===== src/common/rca_op_pkg.sv =====
package rca_op_pkg;

    localparam int xlen = 32;

    typedef logic [xlen-1:0] operand_t;
    typedef logic [2:0]      id_t;
    typedef logic [4:0]      reg_addr_t;

    // ----------------------------------------
    // Instruction kinds from the issue stage
    // ----------------------------------------
    typedef enum logic [2:0] {
        rca_nop            = 3'd0,
        rca_cfg_fb_reg     = 3'd1,
        rca_cfg_nfb_reg    = 3'd2,
        rca_cfg_row_op     = 3'd3,
        rca_cfg_io_mux     = 3'd4,
        rca_cfg_result_mux = 3'd5,
        rca_cfg_io_use     = 3'd6,
        rca_use            = 3'd7
    } rca_instr_e;

    // Field index within a table.
    // Register tables: 0..4 source ports, 5..9 destination ports.
    typedef logic [3:0] cfg_addr_t;

    // Each table keeps only its low bits.
    typedef logic [7:0] cfg_data_t;

endpackage


===== src/common/rca_cfg_pkg.sv =====
package rca_cfg_pkg;

    // ----------------------------------------
    // Grid geometry
    // ----------------------------------------
    localparam int num_rcas        = 2;
    localparam int grid_num_rows   = 4;
    localparam int num_read_ports  = 5;
    localparam int num_write_ports = 5;

    // Register table holds source ports, then destination ports.
    localparam int reg_tbl_entries = num_read_ports + num_write_ports;

    // Bank depths over all configuration sets.
    localparam int reg_tbl_depth = num_rcas * reg_tbl_entries;
    localparam int row_tbl_depth = num_rcas * grid_num_rows;
    localparam int res_tbl_depth = num_rcas * num_write_ports;
    localparam int use_tbl_depth = num_rcas;

    typedef logic [$clog2(num_rcas)-1:0] rca_sel_t;

    // ----------------------------------------
    // Table entry types
    // ----------------------------------------
    // Row combines its operand with the previous row value.
    typedef enum logic [1:0] {
        row_pass = 2'd0,
        row_add  = 2'd1,
        row_xor  = 2'd2,
        row_sub  = 2'd3
    } row_op_e;

    typedef logic [2:0] io_sel_t;    // Operand index.
    typedef logic [1:0] row_sel_t;   // Row index for results.

    // One bit per row.
    typedef logic [grid_num_rows-1:0] io_use_t;

endpackage

===== src/rtl/rca_unit.sv =====
`timescale 1ns/100ps

module rca_unit (
    input  logic                   clk,
    input  logic                   arst_n,
    // Issue side.
    input  logic                   new_request,
    input  rca_op_pkg::id_t        id,
    input  rca_op_pkg::rca_instr_e kind,
    input  rca_cfg_pkg::rca_sel_t  rca_sel,
    input  logic                   use_fb,
    input  rca_op_pkg::cfg_addr_t  cfg_addr,
    input  rca_op_pkg::cfg_data_t  cfg_data,
    input  rca_op_pkg::operand_t   rs             [rca_cfg_pkg::num_read_ports],
    // Writeback side.
    output logic                   wb_done,
    output rca_op_pkg::id_t        wb_id,
    output rca_op_pkg::operand_t   wb_rd          [rca_cfg_pkg::num_write_ports],
    // Operand fetch addresses for the core.
    output rca_op_pkg::reg_addr_t  src_reg_addrs  [rca_cfg_pkg::num_read_ports],
    output rca_op_pkg::reg_addr_t  dest_reg_addrs [rca_cfg_pkg::num_write_ports]
);
    import rca_cfg_pkg::*;
    import rca_op_pkg::*;

    logic      req_valid;
    id_t       req_id;
    logic      use_valid;
    rca_sel_t  req_rca_sel;
    logic      req_use_fb;
    cfg_addr_t req_cfg_addr;
    cfg_data_t req_cfg_data;
    operand_t  req_rs [num_read_ports];

    logic fb_reg_wr_en;
    logic nfb_reg_wr_en;
    logic row_op_wr_en;
    logic io_mux_wr_en;
    logic result_mux_wr_en;
    logic io_use_wr_en;

    row_op_e  row_ops     [grid_num_rows];
    io_sel_t  io_sels     [grid_num_rows];
    row_sel_t result_sels [num_write_ports];
    io_use_t  io_use;
    operand_t grid_rd     [num_write_ports];

    rca_issue_decode u_issue_decode (
        .clk(clk), .arst_n(arst_n), .new_request(new_request), .id(id), .kind(kind),
        .rca_sel(rca_sel), .use_fb(use_fb), .cfg_addr(cfg_addr), .cfg_data(cfg_data),
        .rs(rs), .req_valid(req_valid), .req_id(req_id), .use_valid(use_valid),
        .req_rca_sel(req_rca_sel), .req_use_fb(req_use_fb), .req_cfg_addr(req_cfg_addr),
        .req_cfg_data(req_cfg_data), .req_rs(req_rs),
        .fb_reg_wr_en(fb_reg_wr_en), .nfb_reg_wr_en(nfb_reg_wr_en),
        .row_op_wr_en(row_op_wr_en), .io_mux_wr_en(io_mux_wr_en),
        .result_mux_wr_en(result_mux_wr_en), .io_use_wr_en(io_use_wr_en)
    );

    // Tables see the registered request.
    rca_config_regs u_config_regs (
        .clk(clk), .arst_n(arst_n), .rca_sel(req_rca_sel), .use_fb(req_use_fb),
        .cfg_addr(req_cfg_addr), .cfg_data(req_cfg_data),
        .fb_reg_wr_en(fb_reg_wr_en), .nfb_reg_wr_en(nfb_reg_wr_en),
        .row_op_wr_en(row_op_wr_en), .io_mux_wr_en(io_mux_wr_en),
        .result_mux_wr_en(result_mux_wr_en), .io_use_wr_en(io_use_wr_en),
        .src_reg_addrs(src_reg_addrs), .dest_reg_addrs(dest_reg_addrs),
        .row_ops(row_ops), .io_sels(io_sels), .result_sels(result_sels), .io_use(io_use)
    );

    rca_grid u_grid (
        .rs(req_rs), .row_ops(row_ops), .io_sels(io_sels), .io_use(io_use),
        .result_sels(result_sels), .rd(grid_rd)
    );

    rca_writeback u_writeback (
        .clk(clk), .arst_n(arst_n), .req_valid(req_valid), .req_id(req_id),
        .use_valid(use_valid), .grid_rd(grid_rd),
        .wb_done(wb_done), .wb_id(wb_id), .wb_rd(wb_rd)
    );

endmodule


===== src/rtl/rca_writeback.sv =====
`timescale 1ns/100ps

module rca_writeback (
    input  logic                 clk,
    input  logic                 arst_n,
    input  logic                 req_valid,
    input  rca_op_pkg::id_t      req_id,
    input  logic                 use_valid,
    input  rca_op_pkg::operand_t grid_rd [rca_cfg_pkg::num_write_ports],
    output logic                 wb_done,
    output rca_op_pkg::id_t      wb_id,
    output rca_op_pkg::operand_t wb_rd   [rca_cfg_pkg::num_write_ports]
);
    import rca_cfg_pkg::*;

    // One completion per registered request, no back-pressure.
    always_ff @(posedge clk or negedge arst_n) begin
        if (!arst_n) begin
            wb_done <= 1'b0;
            wb_id   <= '0;
            for (int w = 0; w < num_write_ports; w++) begin
                wb_rd[w] <= '0;
            end
        end else begin
            wb_done <= req_valid;
            wb_id   <= req_valid ? req_id : '0;   // Zero when idle.
            for (int w = 0; w < num_write_ports; w++) begin
                // Config and nop complete with zeros.
                wb_rd[w] <= use_valid ? grid_rd[w] : '0;
            end
        end
    end

    // A use only ever rides on a valid request.
    a_use_has_valid : assert property (@(posedge clk) disable iff (!arst_n)
        use_valid |-> req_valid);

endmodule


===== src/rtl/rca_grid.sv =====
`timescale 1ns/100ps

module rca_grid (
    input  rca_op_pkg::operand_t  rs          [rca_cfg_pkg::num_read_ports],
    input  rca_cfg_pkg::row_op_e  row_ops     [rca_cfg_pkg::grid_num_rows],
    input  rca_cfg_pkg::io_sel_t  io_sels     [rca_cfg_pkg::grid_num_rows],
    input  rca_cfg_pkg::io_use_t  io_use,
    input  rca_cfg_pkg::row_sel_t result_sels [rca_cfg_pkg::num_write_ports],
    output rca_op_pkg::operand_t  rd          [rca_cfg_pkg::num_write_ports]
);
    import rca_cfg_pkg::*;
    import rca_op_pkg::*;

    operand_t row_val [grid_num_rows];

    function automatic operand_t row_apply(
        input row_op_e  op,
        input operand_t prev,
        input operand_t opnd
    );
        operand_t res;
        case (op)
            row_pass: res = opnd;
            row_add:  res = prev + opnd;
            row_xor:  res = prev ^ opnd;
            row_sub:  res = prev - opnd;
            default:  res = '0;
        endcase
        return res;
    endfunction

    // ----------------------------------------
    // Row chain
    // ----------------------------------------
    for (genvar r = 0; r < grid_num_rows; r++) begin : g_row
        operand_t prev_val;
        operand_t opnd;

        if (r == 0) begin : g_first
            assign prev_val = '0;
        end else begin : g_chain
            assign prev_val = row_val[r-1];
        end

        // Unused row or select past the last port reads zero.
        assign opnd = (io_use[r] && (io_sels[r] < num_read_ports)) ? rs[io_sels[r]] : '0;
        assign row_val[r] = row_apply(row_ops[r], prev_val, opnd);
    end

    // ----------------------------------------
    // Result mux
    // ----------------------------------------
    always_comb begin
        for (int w = 0; w < num_write_ports; w++) begin
            rd[w] = row_val[result_sels[w]];
        end
    end

endmodule


===== src/rtl/rca_issue_decode.sv =====
`timescale 1ns/100ps

module rca_issue_decode (
    input  logic                   clk,
    input  logic                   arst_n,
    input  logic                   new_request,
    input  rca_op_pkg::id_t        id,
    input  rca_op_pkg::rca_instr_e kind,
    input  rca_cfg_pkg::rca_sel_t  rca_sel,
    input  logic                   use_fb,
    input  rca_op_pkg::cfg_addr_t  cfg_addr,
    input  rca_op_pkg::cfg_data_t  cfg_data,
    input  rca_op_pkg::operand_t   rs [rca_cfg_pkg::num_read_ports],
    output logic                   req_valid,
    output rca_op_pkg::id_t        req_id,
    output logic                   use_valid,
    output rca_cfg_pkg::rca_sel_t  req_rca_sel,
    output logic                   req_use_fb,
    output rca_op_pkg::cfg_addr_t  req_cfg_addr,
    output rca_op_pkg::cfg_data_t  req_cfg_data,
    output rca_op_pkg::operand_t   req_rs [rca_cfg_pkg::num_read_ports],
    output logic                   fb_reg_wr_en,
    output logic                   nfb_reg_wr_en,
    output logic                   row_op_wr_en,
    output logic                   io_mux_wr_en,
    output logic                   result_mux_wr_en,
    output logic                   io_use_wr_en
);
    import rca_op_pkg::*;

    rca_instr_e req_kind;

    // Set select and variant feed the register-address outputs directly.
    always_ff @(posedge clk or negedge arst_n) begin
        if (!arst_n) begin
            req_valid   <= 1'b0;
            req_kind    <= rca_nop;
            req_rca_sel <= '0;
            req_use_fb  <= 1'b0;
        end else begin
            req_valid <= new_request;
            if (new_request) begin
                req_kind    <= kind;
                req_rca_sel <= rca_sel;
                req_use_fb  <= use_fb;
            end
        end
    end

    always_ff @(posedge clk) begin
        if (new_request) begin
            req_id       <= id;
            req_cfg_addr <= cfg_addr;
            req_cfg_data <= cfg_data;
            req_rs       <= rs;
        end
    end

    // Decode after the register. Nop raises nothing here.
    assign fb_reg_wr_en     = req_valid && (req_kind == rca_cfg_fb_reg);
    assign nfb_reg_wr_en    = req_valid && (req_kind == rca_cfg_nfb_reg);
    assign row_op_wr_en     = req_valid && (req_kind == rca_cfg_row_op);
    assign io_mux_wr_en     = req_valid && (req_kind == rca_cfg_io_mux);
    assign result_mux_wr_en = req_valid && (req_kind == rca_cfg_result_mux);
    assign io_use_wr_en     = req_valid && (req_kind == rca_cfg_io_use);
    assign use_valid        = req_valid && (req_kind == rca_use);

    a_kind_known : assert property (@(posedge clk) disable iff (!arst_n)
        new_request |-> !$isunknown(kind));

endmodule


===== src/rca_config/rca_config_regs.sv =====
`timescale 1ns/100ps

module rca_config_regs (
    input  logic                   clk,
    input  logic                   arst_n,
    input  rca_cfg_pkg::rca_sel_t  rca_sel,
    input  logic                   use_fb,
    input  rca_op_pkg::cfg_addr_t  cfg_addr,
    input  rca_op_pkg::cfg_data_t  cfg_data,
    input  logic                   fb_reg_wr_en,
    input  logic                   nfb_reg_wr_en,
    input  logic                   row_op_wr_en,
    input  logic                   io_mux_wr_en,
    input  logic                   result_mux_wr_en,
    input  logic                   io_use_wr_en,
    output rca_op_pkg::reg_addr_t  src_reg_addrs  [rca_cfg_pkg::num_read_ports],
    output rca_op_pkg::reg_addr_t  dest_reg_addrs [rca_cfg_pkg::num_write_ports],
    output rca_cfg_pkg::row_op_e   row_ops        [rca_cfg_pkg::grid_num_rows],
    output rca_cfg_pkg::io_sel_t   io_sels        [rca_cfg_pkg::grid_num_rows],
    output rca_cfg_pkg::row_sel_t  result_sels    [rca_cfg_pkg::num_write_ports],
    output rca_cfg_pkg::io_use_t   io_use
);
    import rca_cfg_pkg::*;
    import rca_op_pkg::*;

    typedef logic [$clog2(reg_tbl_depth)-1:0] reg_idx_t;
    typedef logic [$clog2(row_tbl_depth)-1:0] row_idx_t;
    typedef logic [$clog2(res_tbl_depth)-1:0] res_idx_t;

    reg_idx_t  reg_wr_addr;
    row_idx_t  row_wr_addr;
    res_idx_t  res_wr_addr;

    reg_addr_t fb_regs    [reg_tbl_depth];
    reg_addr_t nfb_regs   [reg_tbl_depth];
    row_op_e   row_op_tbl [row_tbl_depth];
    io_sel_t   io_mux_tbl [row_tbl_depth];
    row_sel_t  res_tbl    [res_tbl_depth];
    io_use_t   io_use_tbl [use_tbl_depth];

    // Set base plus field index.
    assign reg_wr_addr = reg_idx_t'(rca_sel * reg_tbl_entries + cfg_addr);
    assign row_wr_addr = row_idx_t'(rca_sel * grid_num_rows + cfg_addr);
    assign res_wr_addr = res_idx_t'(rca_sel * num_write_ports + cfg_addr);

    // ----------------------------------------
    // Banks
    // ----------------------------------------
    cfg_bank #(.entry_t(reg_addr_t), .depth(reg_tbl_depth)) u_fb_regs (
        .clk(clk), .arst_n(arst_n), .wr_en(fb_reg_wr_en), .wr_addr(reg_wr_addr),
        .wr_data(reg_addr_t'(cfg_data)), .entries(fb_regs)
    );
    cfg_bank #(.entry_t(reg_addr_t), .depth(reg_tbl_depth)) u_nfb_regs (
        .clk(clk), .arst_n(arst_n), .wr_en(nfb_reg_wr_en), .wr_addr(reg_wr_addr),
        .wr_data(reg_addr_t'(cfg_data)), .entries(nfb_regs)
    );
    cfg_bank #(.entry_t(row_op_e), .depth(row_tbl_depth)) u_row_ops (
        .clk(clk), .arst_n(arst_n), .wr_en(row_op_wr_en), .wr_addr(row_wr_addr),
        .wr_data(row_op_e'(cfg_data[1:0])), .entries(row_op_tbl)
    );
    cfg_bank #(.entry_t(io_sel_t), .depth(row_tbl_depth)) u_io_mux (
        .clk(clk), .arst_n(arst_n), .wr_en(io_mux_wr_en), .wr_addr(row_wr_addr),
        .wr_data(io_sel_t'(cfg_data)), .entries(io_mux_tbl)
    );
    cfg_bank #(.entry_t(row_sel_t), .depth(res_tbl_depth)) u_result_mux (
        .clk(clk), .arst_n(arst_n), .wr_en(result_mux_wr_en), .wr_addr(res_wr_addr),
        .wr_data(row_sel_t'(cfg_data)), .entries(res_tbl)
    );
    cfg_bank #(.entry_t(io_use_t), .depth(use_tbl_depth)) u_io_use (
        .clk(clk), .arst_n(arst_n), .wr_en(io_use_wr_en), .wr_addr(rca_sel),
        .wr_data(io_use_t'(cfg_data)), .entries(io_use_tbl)
    );

    // ----------------------------------------
    // Current set view
    // ----------------------------------------
    always_comb begin
        for (int p = 0; p < num_read_ports; p++) begin
            src_reg_addrs[p] = use_fb ? fb_regs[rca_sel * reg_tbl_entries + p]
                                      : nfb_regs[rca_sel * reg_tbl_entries + p];
        end
        // Destinations sit after the source ports.
        for (int p = 0; p < num_write_ports; p++) begin
            dest_reg_addrs[p] = use_fb
                ? fb_regs[rca_sel * reg_tbl_entries + num_read_ports + p]
                : nfb_regs[rca_sel * reg_tbl_entries + num_read_ports + p];
        end
        for (int r = 0; r < grid_num_rows; r++) begin
            row_ops[r] = row_op_tbl[rca_sel * grid_num_rows + r];
            io_sels[r] = io_mux_tbl[rca_sel * grid_num_rows + r];
        end
        for (int w = 0; w < num_write_ports; w++) begin
            result_sels[w] = res_tbl[rca_sel * num_write_ports + w];
        end
        io_use = io_use_tbl[rca_sel];
    end

    // Field index must not spill into the next set.
    a_row_field : assert property (@(posedge clk) disable iff (!arst_n)
        (row_op_wr_en || io_mux_wr_en) |-> (cfg_addr < grid_num_rows));
    a_port_field : assert property (@(posedge clk) disable iff (!arst_n)
        result_mux_wr_en |-> (cfg_addr < num_write_ports));
    a_reg_field : assert property (@(posedge clk) disable iff (!arst_n)
        (fb_reg_wr_en || nfb_reg_wr_en) |-> (cfg_addr < reg_tbl_entries));

endmodule


===== src/rca_config/cfg_bank.sv =====
`timescale 1ns/100ps

module cfg_bank #(
    parameter type entry_t = logic,
    parameter int  depth   = 2
) (
    input  logic                     clk,
    input  logic                     arst_n,
    input  logic                     wr_en,
    input  logic [$clog2(depth)-1:0] wr_addr,
    input  entry_t                   wr_data,
    output entry_t                   entries [depth]
);

    // One entry written per enabled edge.
    always_ff @(posedge clk or negedge arst_n) begin
        if (!arst_n) begin
            for (int i = 0; i < depth; i++) begin
                entries[i] <= entry_t'(0);
            end
        end else if (wr_en) begin
            entries[wr_addr] <= wr_data;
        end
    end

    // Address computed upstream must land inside this bank.
    a_wr_addr_in_range : assert property (
        @(posedge clk) disable iff (!arst_n)
        wr_en |-> (wr_addr < depth)
    );

endmodule


===== config.mk =====
export PLATFORM = sky130hd
export DESIGN_NAME = rca_unit
export DESIGN_NICKNAME = d
export VERILOG_FILES = /design/src/common/rca_op_pkg.sv /design/src/common/rca_cfg_pkg.sv /design/src/rtl/rca_unit.sv /design/src/rtl/rca_writeback.sv /design/src/rtl/rca_grid.sv /design/src/rtl/rca_issue_decode.sv /design/src/rca_config/rca_config_regs.sv /design/src/rca_config/cfg_bank.sv
export SDC_FILE = /design/constraint.sdc
export NUM_CORES = 2
export LEC_CHECK = 0
export BUFFER_PORTS_ARGS = -buffer_cell sky130_fd_sc_hd__buf_2
export CELL_PAD_IN_SITES_DETAIL_PLACEMENT = 1
export CELL_PAD_IN_SITES_GLOBAL_PLACEMENT = 1
export CORE_MARGIN = 2
export CORE_UTILIZATION = 47
export CTS_CLUSTER_SIZE = 10
export DETAILED_ROUTE_END_ITERATION = 10
export GPL_TIMING_DRIVEN = 0
export HOLD_SLACK_MARGIN = 0.02
export PLACE_DENSITY = 0.83
export SLEW_MARGIN = 20
export SYNTH_ARGS = -nofsm -noshare
export SYNTH_HDL_FRONTEND = slang
export SYNTH_SLANG_ARGS = --single-unit

===== constraint.sdc =====
create_clock -name clk -period 13.3 [get_ports clk]
set_input_delay 1.33 -clock clk [delete_from_list [all_inputs] [get_ports clk]]
set_output_delay 1.33 -clock clk [all_outputs]
set_load 0.02 [all_outputs]

Word-level counts from Yosys, hierarchy flattened
Index checks and enable logic that the tools add are counted.

Register bits: 610. Bits of input ports: 183. Output and inout port bits: 214. Logic and storage cells: 398.

$add $sub $neg: 26. $mul: 2. Order comparisons: 40. Equal/unequal tests: 19. Mux-type cells: 169. Bitwise gates (word level): 35. Reduce and logical (&&, ||, !) cells: 20.

Operators by type and width (number): $mux W32 (27); $not A32 Y33 (16); $bmux W5 S5 (20); $bmux W32 S3 (4); $pmux W32 S4 (3); $ge A33 B6 Y1 const B (10); $bmux W32 S2 (5); $mux W5 (51); $bwmux W100 (2); $ge A33 B5 Y1 const B (5); $ge A33 B4 Y1 const B (4); $add A32 B32 Y32 (3); $sub A32 B32 Y32 (3); $xor A32 B32 Y32 (3); $add A32 B2 Y32 const B (2); $pmux W32 S2 (1); $bmux W2 S4 (5); $mux W2 (20); $bmux W3 S3 (4); $not A3 Y33 (1); $not A4 Y33 (1); $not A5 Y33 (1); $add A32 B1 Y32 const B (1); $add A32 B3 Y32 const B (1); 48 further kinds (118).

Logic depth before layout (Yosys ltp)
Depth in word-level cells: 21. Depth in mapped cells: 55.

By module
A second synthesis with hierarchy kept.

Cells, all modules: 3782. Area, all modules: 42529.5 um^2.

Modules (own cells, without submodules): rca_grid (instances 1, cells an instance 2483, area an instance 19302.3 um^2); cfg_bank (u_config_regs.u_fb_regs ...) (instances 2, cells an instance 240, area an instance 3886.2 um^2); rca_issue_decode (instances 1, cells an instance 193, area an instance 5537.8 um^2); rca_writeback (instances 1, cells an instance 344, area an instance 5277.6 um^2); rca_config_regs (instances 1, cells an instance 110, area an instance 1778.0 um^2); cfg_bank (u_config_regs.u_io_mux) (instances 1, cells an instance 56, area an instance 1009.7 um^2); cfg_bank (u_config_regs.u_result_mux) (instances 1, cells an instance 58, area an instance 860.8 um^2); cfg_bank (u_config_regs.u_row_ops) (instances 1, cells an instance 40, area an instance 665.6 um^2); cfg_bank (u_config_regs.u_io_use) (instances 1, cells an instance 18, area an instance 325.3 um^2).

Worst setup path before layout
No wires, ideal clock.

Path type: register to register. From: register u_issue_decode.req_rca_sel. To: register u_writeback.wb_rd[127] (netlist name). Setup time: 129 ps. Data arrival time: 10242 ps. Required time: 13171 ps. Path slack: 2930 ps. Cell stages (with the launch flop): 53. Buffers on the path: 11. Path through: dfrtp_1 -> buf_6 -> buf_8 -> buf_6 -> buf_6 -> buf_4 -> buf_2 -> buf_4 -> buf_2 -> buf_1 -> mux2_2 -> clkbuf_1 -> nand2_1 -> clkbuf_1 -> nand2_1 -> xnor2_1 -> ha_1 -> o21ai_0 -> [... 17 more ...] -> o211a_2 -> inv_1 -> ha_1 -> o21a_1 -> o21ai_0 -> nand2b_1 -> a21oi_1 -> a21oi_1 -> a41o_1 -> o311a_1 -> o21a_1 -> nor2_1 -> xnor2_1 -> xnor2_1 -> xnor2_1 -> or2_2 -> o311ai_1 -> nor3_1.

Cells in the longest elaborated chain, start to end: 21. Elaborated cells on any way between the ends: 105.

RTL lines: start, declared (RTL line rca_issue_decode.sv:17) `output rca_cfg_pkg::rca_sel_t req_rca_sel,`; start signal, assigned (RTL line rca_issue_decode.sv:44) `req_rca_sel <= rca_sel;`; $not A3 Y33 (not written as such) (RTL line rca_config_regs.sv:89, rca_config_regs.sv:90); $bmux W3 S3 (RTL line rca_config_regs.sv:90) `io_sels[r] = io_mux_tbl[rca_sel * grid_num_rows + r];`; $mux W3 (not written as such) (2 in series) (RTL line rca_config_regs.sv:90); $not A3 Y4 (not written as such) (RTL line rca_grid.sv:46) `assign opnd = (io_use[r] && (io_sels[r] < num_read_ports)) ? rs[io_sels[r]] : '0;`; $bmux W32 S3 (RTL line rca_grid.sv:46); $mux W32 (not written as such) (2 in series) (RTL line rca_grid.sv:46); $mux W32 (RTL line rca_grid.sv:46); $sub A1 B32 Y32 (RTL line rca_grid.sv:26) `row_sub: res = prev - opnd;`; [... 2 more ...]; $pmux W32 S4 (RTL line rca_grid.sv:22) `case (op)`; $sub A32 B32 Y32 (tied with other cells) (RTL line rca_grid.sv:26); $pmux W32 S4 (RTL line rca_grid.sv:22); $sub A32 B32 Y32 (tied with other cells) (RTL line rca_grid.sv:26); $pmux W32 S4 (RTL line rca_grid.sv:22); $bmux W32 S2 * (RTL line rca_grid.sv:55) `rd[w] = row_val[result_sels[w]];`; $mux W32 (not written as such) * (2 in series) (RTL line rca_grid.sv:55); $mux W32 * (RTL line rca_writeback.sv:29) `wb_rd[w] <= use_valid ? grid_rd[w] : '0;`; end signal, assigned by index (RTL line rca_writeback.sv:29); end, declared (RTL line rca_writeback.sv:12) `output rca_op_pkg::operand_t wb_rd [rca_cfg_pkg::num_write_ports]`.

Every way passes the cells marked *; elsewhere a longest branch is shown, timed or not. The select of a mux whose other input is x is not followed. A chain may end at the register's enable or synchronous reset.

Final worst setup path
From: register u_issue_decode.req_rca_sel. To: register u_writeback.wb_rd[31] (netlist name).

Same word-level chain as after synthesis.

==> results.json <==
{
  "syn-instance-count": 4842,
  "final_cell_mix": "640 x nand2_1, 480 x nor2_1, 437 x dfrtp_1, 417 x buf_2, 361 x a21oi_1",
  "synth.area.mux_share": 0.1458,
  "dp_hpwl_um": 179900,
  "wl_per_cell_um": 36.24,
  "yosys.area.top_type": "dfrtp_1",
  "fmax_ghz": 0.07600,
  "synth.avg_cell_area_um2": 9.009,
  "coreArea_um2": 91800,
  "route.detailed.drc": 0,
  "min_from": "u_issue_decode.req_valid$_DFF_PN0_",
  "grt_pass1_vias": 47180,
  "final_nets": 5628,
  "min_to": "u_writeback.wb_done$_DFF_PN0_",
  "globalplace.congestion": 1.055,
  "layout_commonest_cell": "nand2_1",
  "grt_start_max_net_pins": 110,
  "drtAntennaViolNets": 0,
  "seq_area_frac_synth": 0.3697,
  "vias_per_cell": 7.051,
  "synth.distinct_cells": 115,
  "die_y_um": 308.7,
  "reg2reg_depth": 48,
  "clk_path_buf_depth": 3,
  "via_count": 46680,
  "slew_viol_final": 0,
  "synth_top_family_by_area": "compound AO/OA/AOI/OAI gates",
  "p_leak_uw": 0.02202,
  "status": "finished, final reports clean",
  "grt_use_total": 0.4950,
  "powerDensity_nw_per_um2": 250.0,
  "grt.overflow.total": 0,
  "min_delay_path_depth": 0,
  "crit_required_ns": 13.84,
  "initialDrtViolationCount": 6310,
  "hold_buffers": 0,
  "setup_tns_ns": 0,
  "peakVddDrop_mv": 0.1552,
  "synth_compound_area_frac": 0.1957,
  "synthTopCellsByArea": "dfrtp_1 25%, edfxtp_1 12%, mux2_2 7.6%",
  "period_share": 0.9894,
  "async_reset_ff_frac": 0.7180,
  "worstReg2RegStart": "u_issue_decode.req_rca_sel$_DFFE_PN0P_",
  "yosys_warnings": 0,
  "arrival_ns": 13.69,
  "critical_path.max_stage_delay_ns": 0.93,
  "setup.worst_path.start": "u_issue_decode.req_rca_sel$_DFFE_PN0P_",
  "cts_tree": "yes",
  "cts-root-buf": "clkbuf_16",
  "synthAdderAreaFrac": 0.03092,
  "worstSetupPathType": "reg -> reg",
  "yosysTopAreaCellShare": 0.2513,
  "hp-class": "reg -> reg",
  "htree_levels": 3,
  "yosys_most_used_dff": "dfrtp_1",
  "grt_setup_unrepaired": "no",
  "ios": 397,
  "ys_ff_latch": 610,
  "first_pass_iters": 7,
  "p_total_uw": 12550,
  "rrSetupSlack_ns": 0.14,
  "synth_edf_count": 172,
  "syn_nets": 5131,
  "path_clk_slew_ns": 0.06,
  "cp_common_cell": "a21o_1",
  "syn_area_um2": 43620,
  "critPathLaunchType": "flop",
  "cts_sinks": 610,
  "initial_utilization": 0.4752,
  "hold_viol": 0,
  "rr_endpoint": "u_writeback.wb_rd[31]$_DFF_PN0_",
  "io_buffer_count": 393,
  "synth_simple_gate_area_frac": 0.1686,
  "max_slew.worst_pin.slew_ns": 1.335,
  "cts_buffers": 72,
  "fin_worst_skew_ns": 0.07622,
  "period_needed_ns": 13.16,
  "fillCellCount": 10600,
  "drive_gt1_frac": 0.2040,
  "clk_latency_ns": 0.71,
  "grt_pass1_wl_um": 339400,
  "die_x_um": 308.7,
  "grt_antenna_before_repair": 6,
  "setup_violations": 0,
  "drv_cap": 0,
  "max_slew_margin": 0.1039,
  "end_kind": "flop",
  "cp_max_fo": 10,
  "syn_to_final_growth_pct": 15.04,
  "row_count": 111,
  "synthXorXnorAreaFrac": 0.04839,
  "slowest_stage": "a21oi_1",
  "finalWirelength_um": 240000,
  "dieArea_um2": 95270
}
report_power, final:
part / total, uW / switching, uW / leakage [uW] / internal, uW
Sequential: 2360 / 221 / 0.00768 / 2140
Combinational: 8280 / 5790 / 0.0133 / 2490
Clock: 1910 / 878 / 0.00101 / 1030
per-stage QoR:
stage	hold WS (ns)	util	std cells	setup WS, ns	cell area [um2]
floorplan	0.3519	-	4842	2.930	43620
global placement	0.3556	0.5136	6478	-1.994	47150
detailed placement	0.3693	0.5218	6508	-1.751	47900
CTS	0.4175	0.5452	6614	0.05435	50050
global route	0.4384	0.5465	6615	0.02536	50170
finish	0.4297	0.5467	6621	0.1415	50180
routing by layer:
layer,global-route usage,up-vias,wire (um)
li1,-,18650,-
met4,0.3396,8,20040
met2,0.7523,3767,103500
met1,0.6044,23130,86690
met5,0,-,206
met3,0.1494,1126,29510
area by class of cell:
class,count,area (um2),share of cell area
clock inverter,10,200.2,0.003989
timing repair buffer,426,2419,0.04819
buffer,319,1349,0.02688
clock buffer,97,1906,0.03797
multi-input combinational,3793,26170,0.5215
antenna,6,15.01,0.0002992
tap,1243,1555,0.03099
inverter,117,442.9,0.008826
sequential,610,16130,0.3213
how the worst max path moves through the flow:
stage / to / slack [ns]
after floorplan: u_writeback.wb_rd[127]$_DFF_PN0_ / 2.93
after global placement: u_writeback.wb_rd[31]$_DFF_PN0_ / -1.99
after detailed placement: u_writeback.wb_rd[31]$_DFF_PN0_ / -1.75
after CTS: u_writeback.wb_rd[95]$_DFF_PN0_ / 0.05
after global routing: u_writeback.wb_rd[31]$_DFF_PN0_ / 0.03
final: u_writeback.wb_rd[31]$_DFF_PN0_ / 0.14
flip-flops by register name (all words and copies together), names as in the netlist:
signal / cells
u_writeback.wb_id: 3
u_issue_decode.req_cfg_addr: 4
u_issue_decode.req_rca_sel: 1
u_issue_decode.req_id: 3
u_config_regs.u_result_mux.entries: 20
u_config_regs.u_io_mux.entries: 24
u_config_regs.u_row_ops.entries: 16
u_config_regs.u_fb_regs.entries: 100
u_config_regs.u_io_use.entries: 8
u_config_regs.u_nfb_regs.entries: 100
u_issue_decode.req_kind: 3
u_issue_decode.req_rs: 160
u_issue_decode.req_use_fb: 1
u_issue_decode.req_valid: 1
u_writeback.wb_rd: 160
u_issue_decode.req_cfg_data: 5
u_writeback.wb_done: 1
cell usage after synthesis (all sizes together), types with 42 or more instances:
master and number:
o21ai 324, o211ai 67, buf 65, xor2 108, mux2 296, nand3 187, mux4 101, mux2i 71
inv 117, nor2 484, o22ai 50, a211oi 98, ha 103, nand2 641, clkbuf 257, nor3 80
a21oi 386, xnor2 130, dfrtp 438, edfxtp 172, a31oi 42, a21o 57
worst max-delay path, delay by kind of cell (launching register included):
family	cells	cell delay, ns
xor gates and xnor gates	5	0.99
buffers and inverters	7	1.66
and+or+nand+nor	14	2.74
muxes	1	0.66
AOI/OAI and AO/OA	18	5.31
adders and majority gates	3	1.05
DFF	1	0.56
kinds of logic after synthesis:
family / count (synthesis)
mux: 468
fa+ha+maj: 106
flops: 610
xor+xnor: 238
buf+inv: 439
compound gates: 1329
simple gates: 1652
what timing repair did:
item                                   CTS  global route
pin swaps                                1             0
setup endpoints to repair               87            22
endpoints found under the hold margin    0             0
gates resized for setup                 13            21
buffers inserted                         1             2
Power figures use the tool's default switching activity.
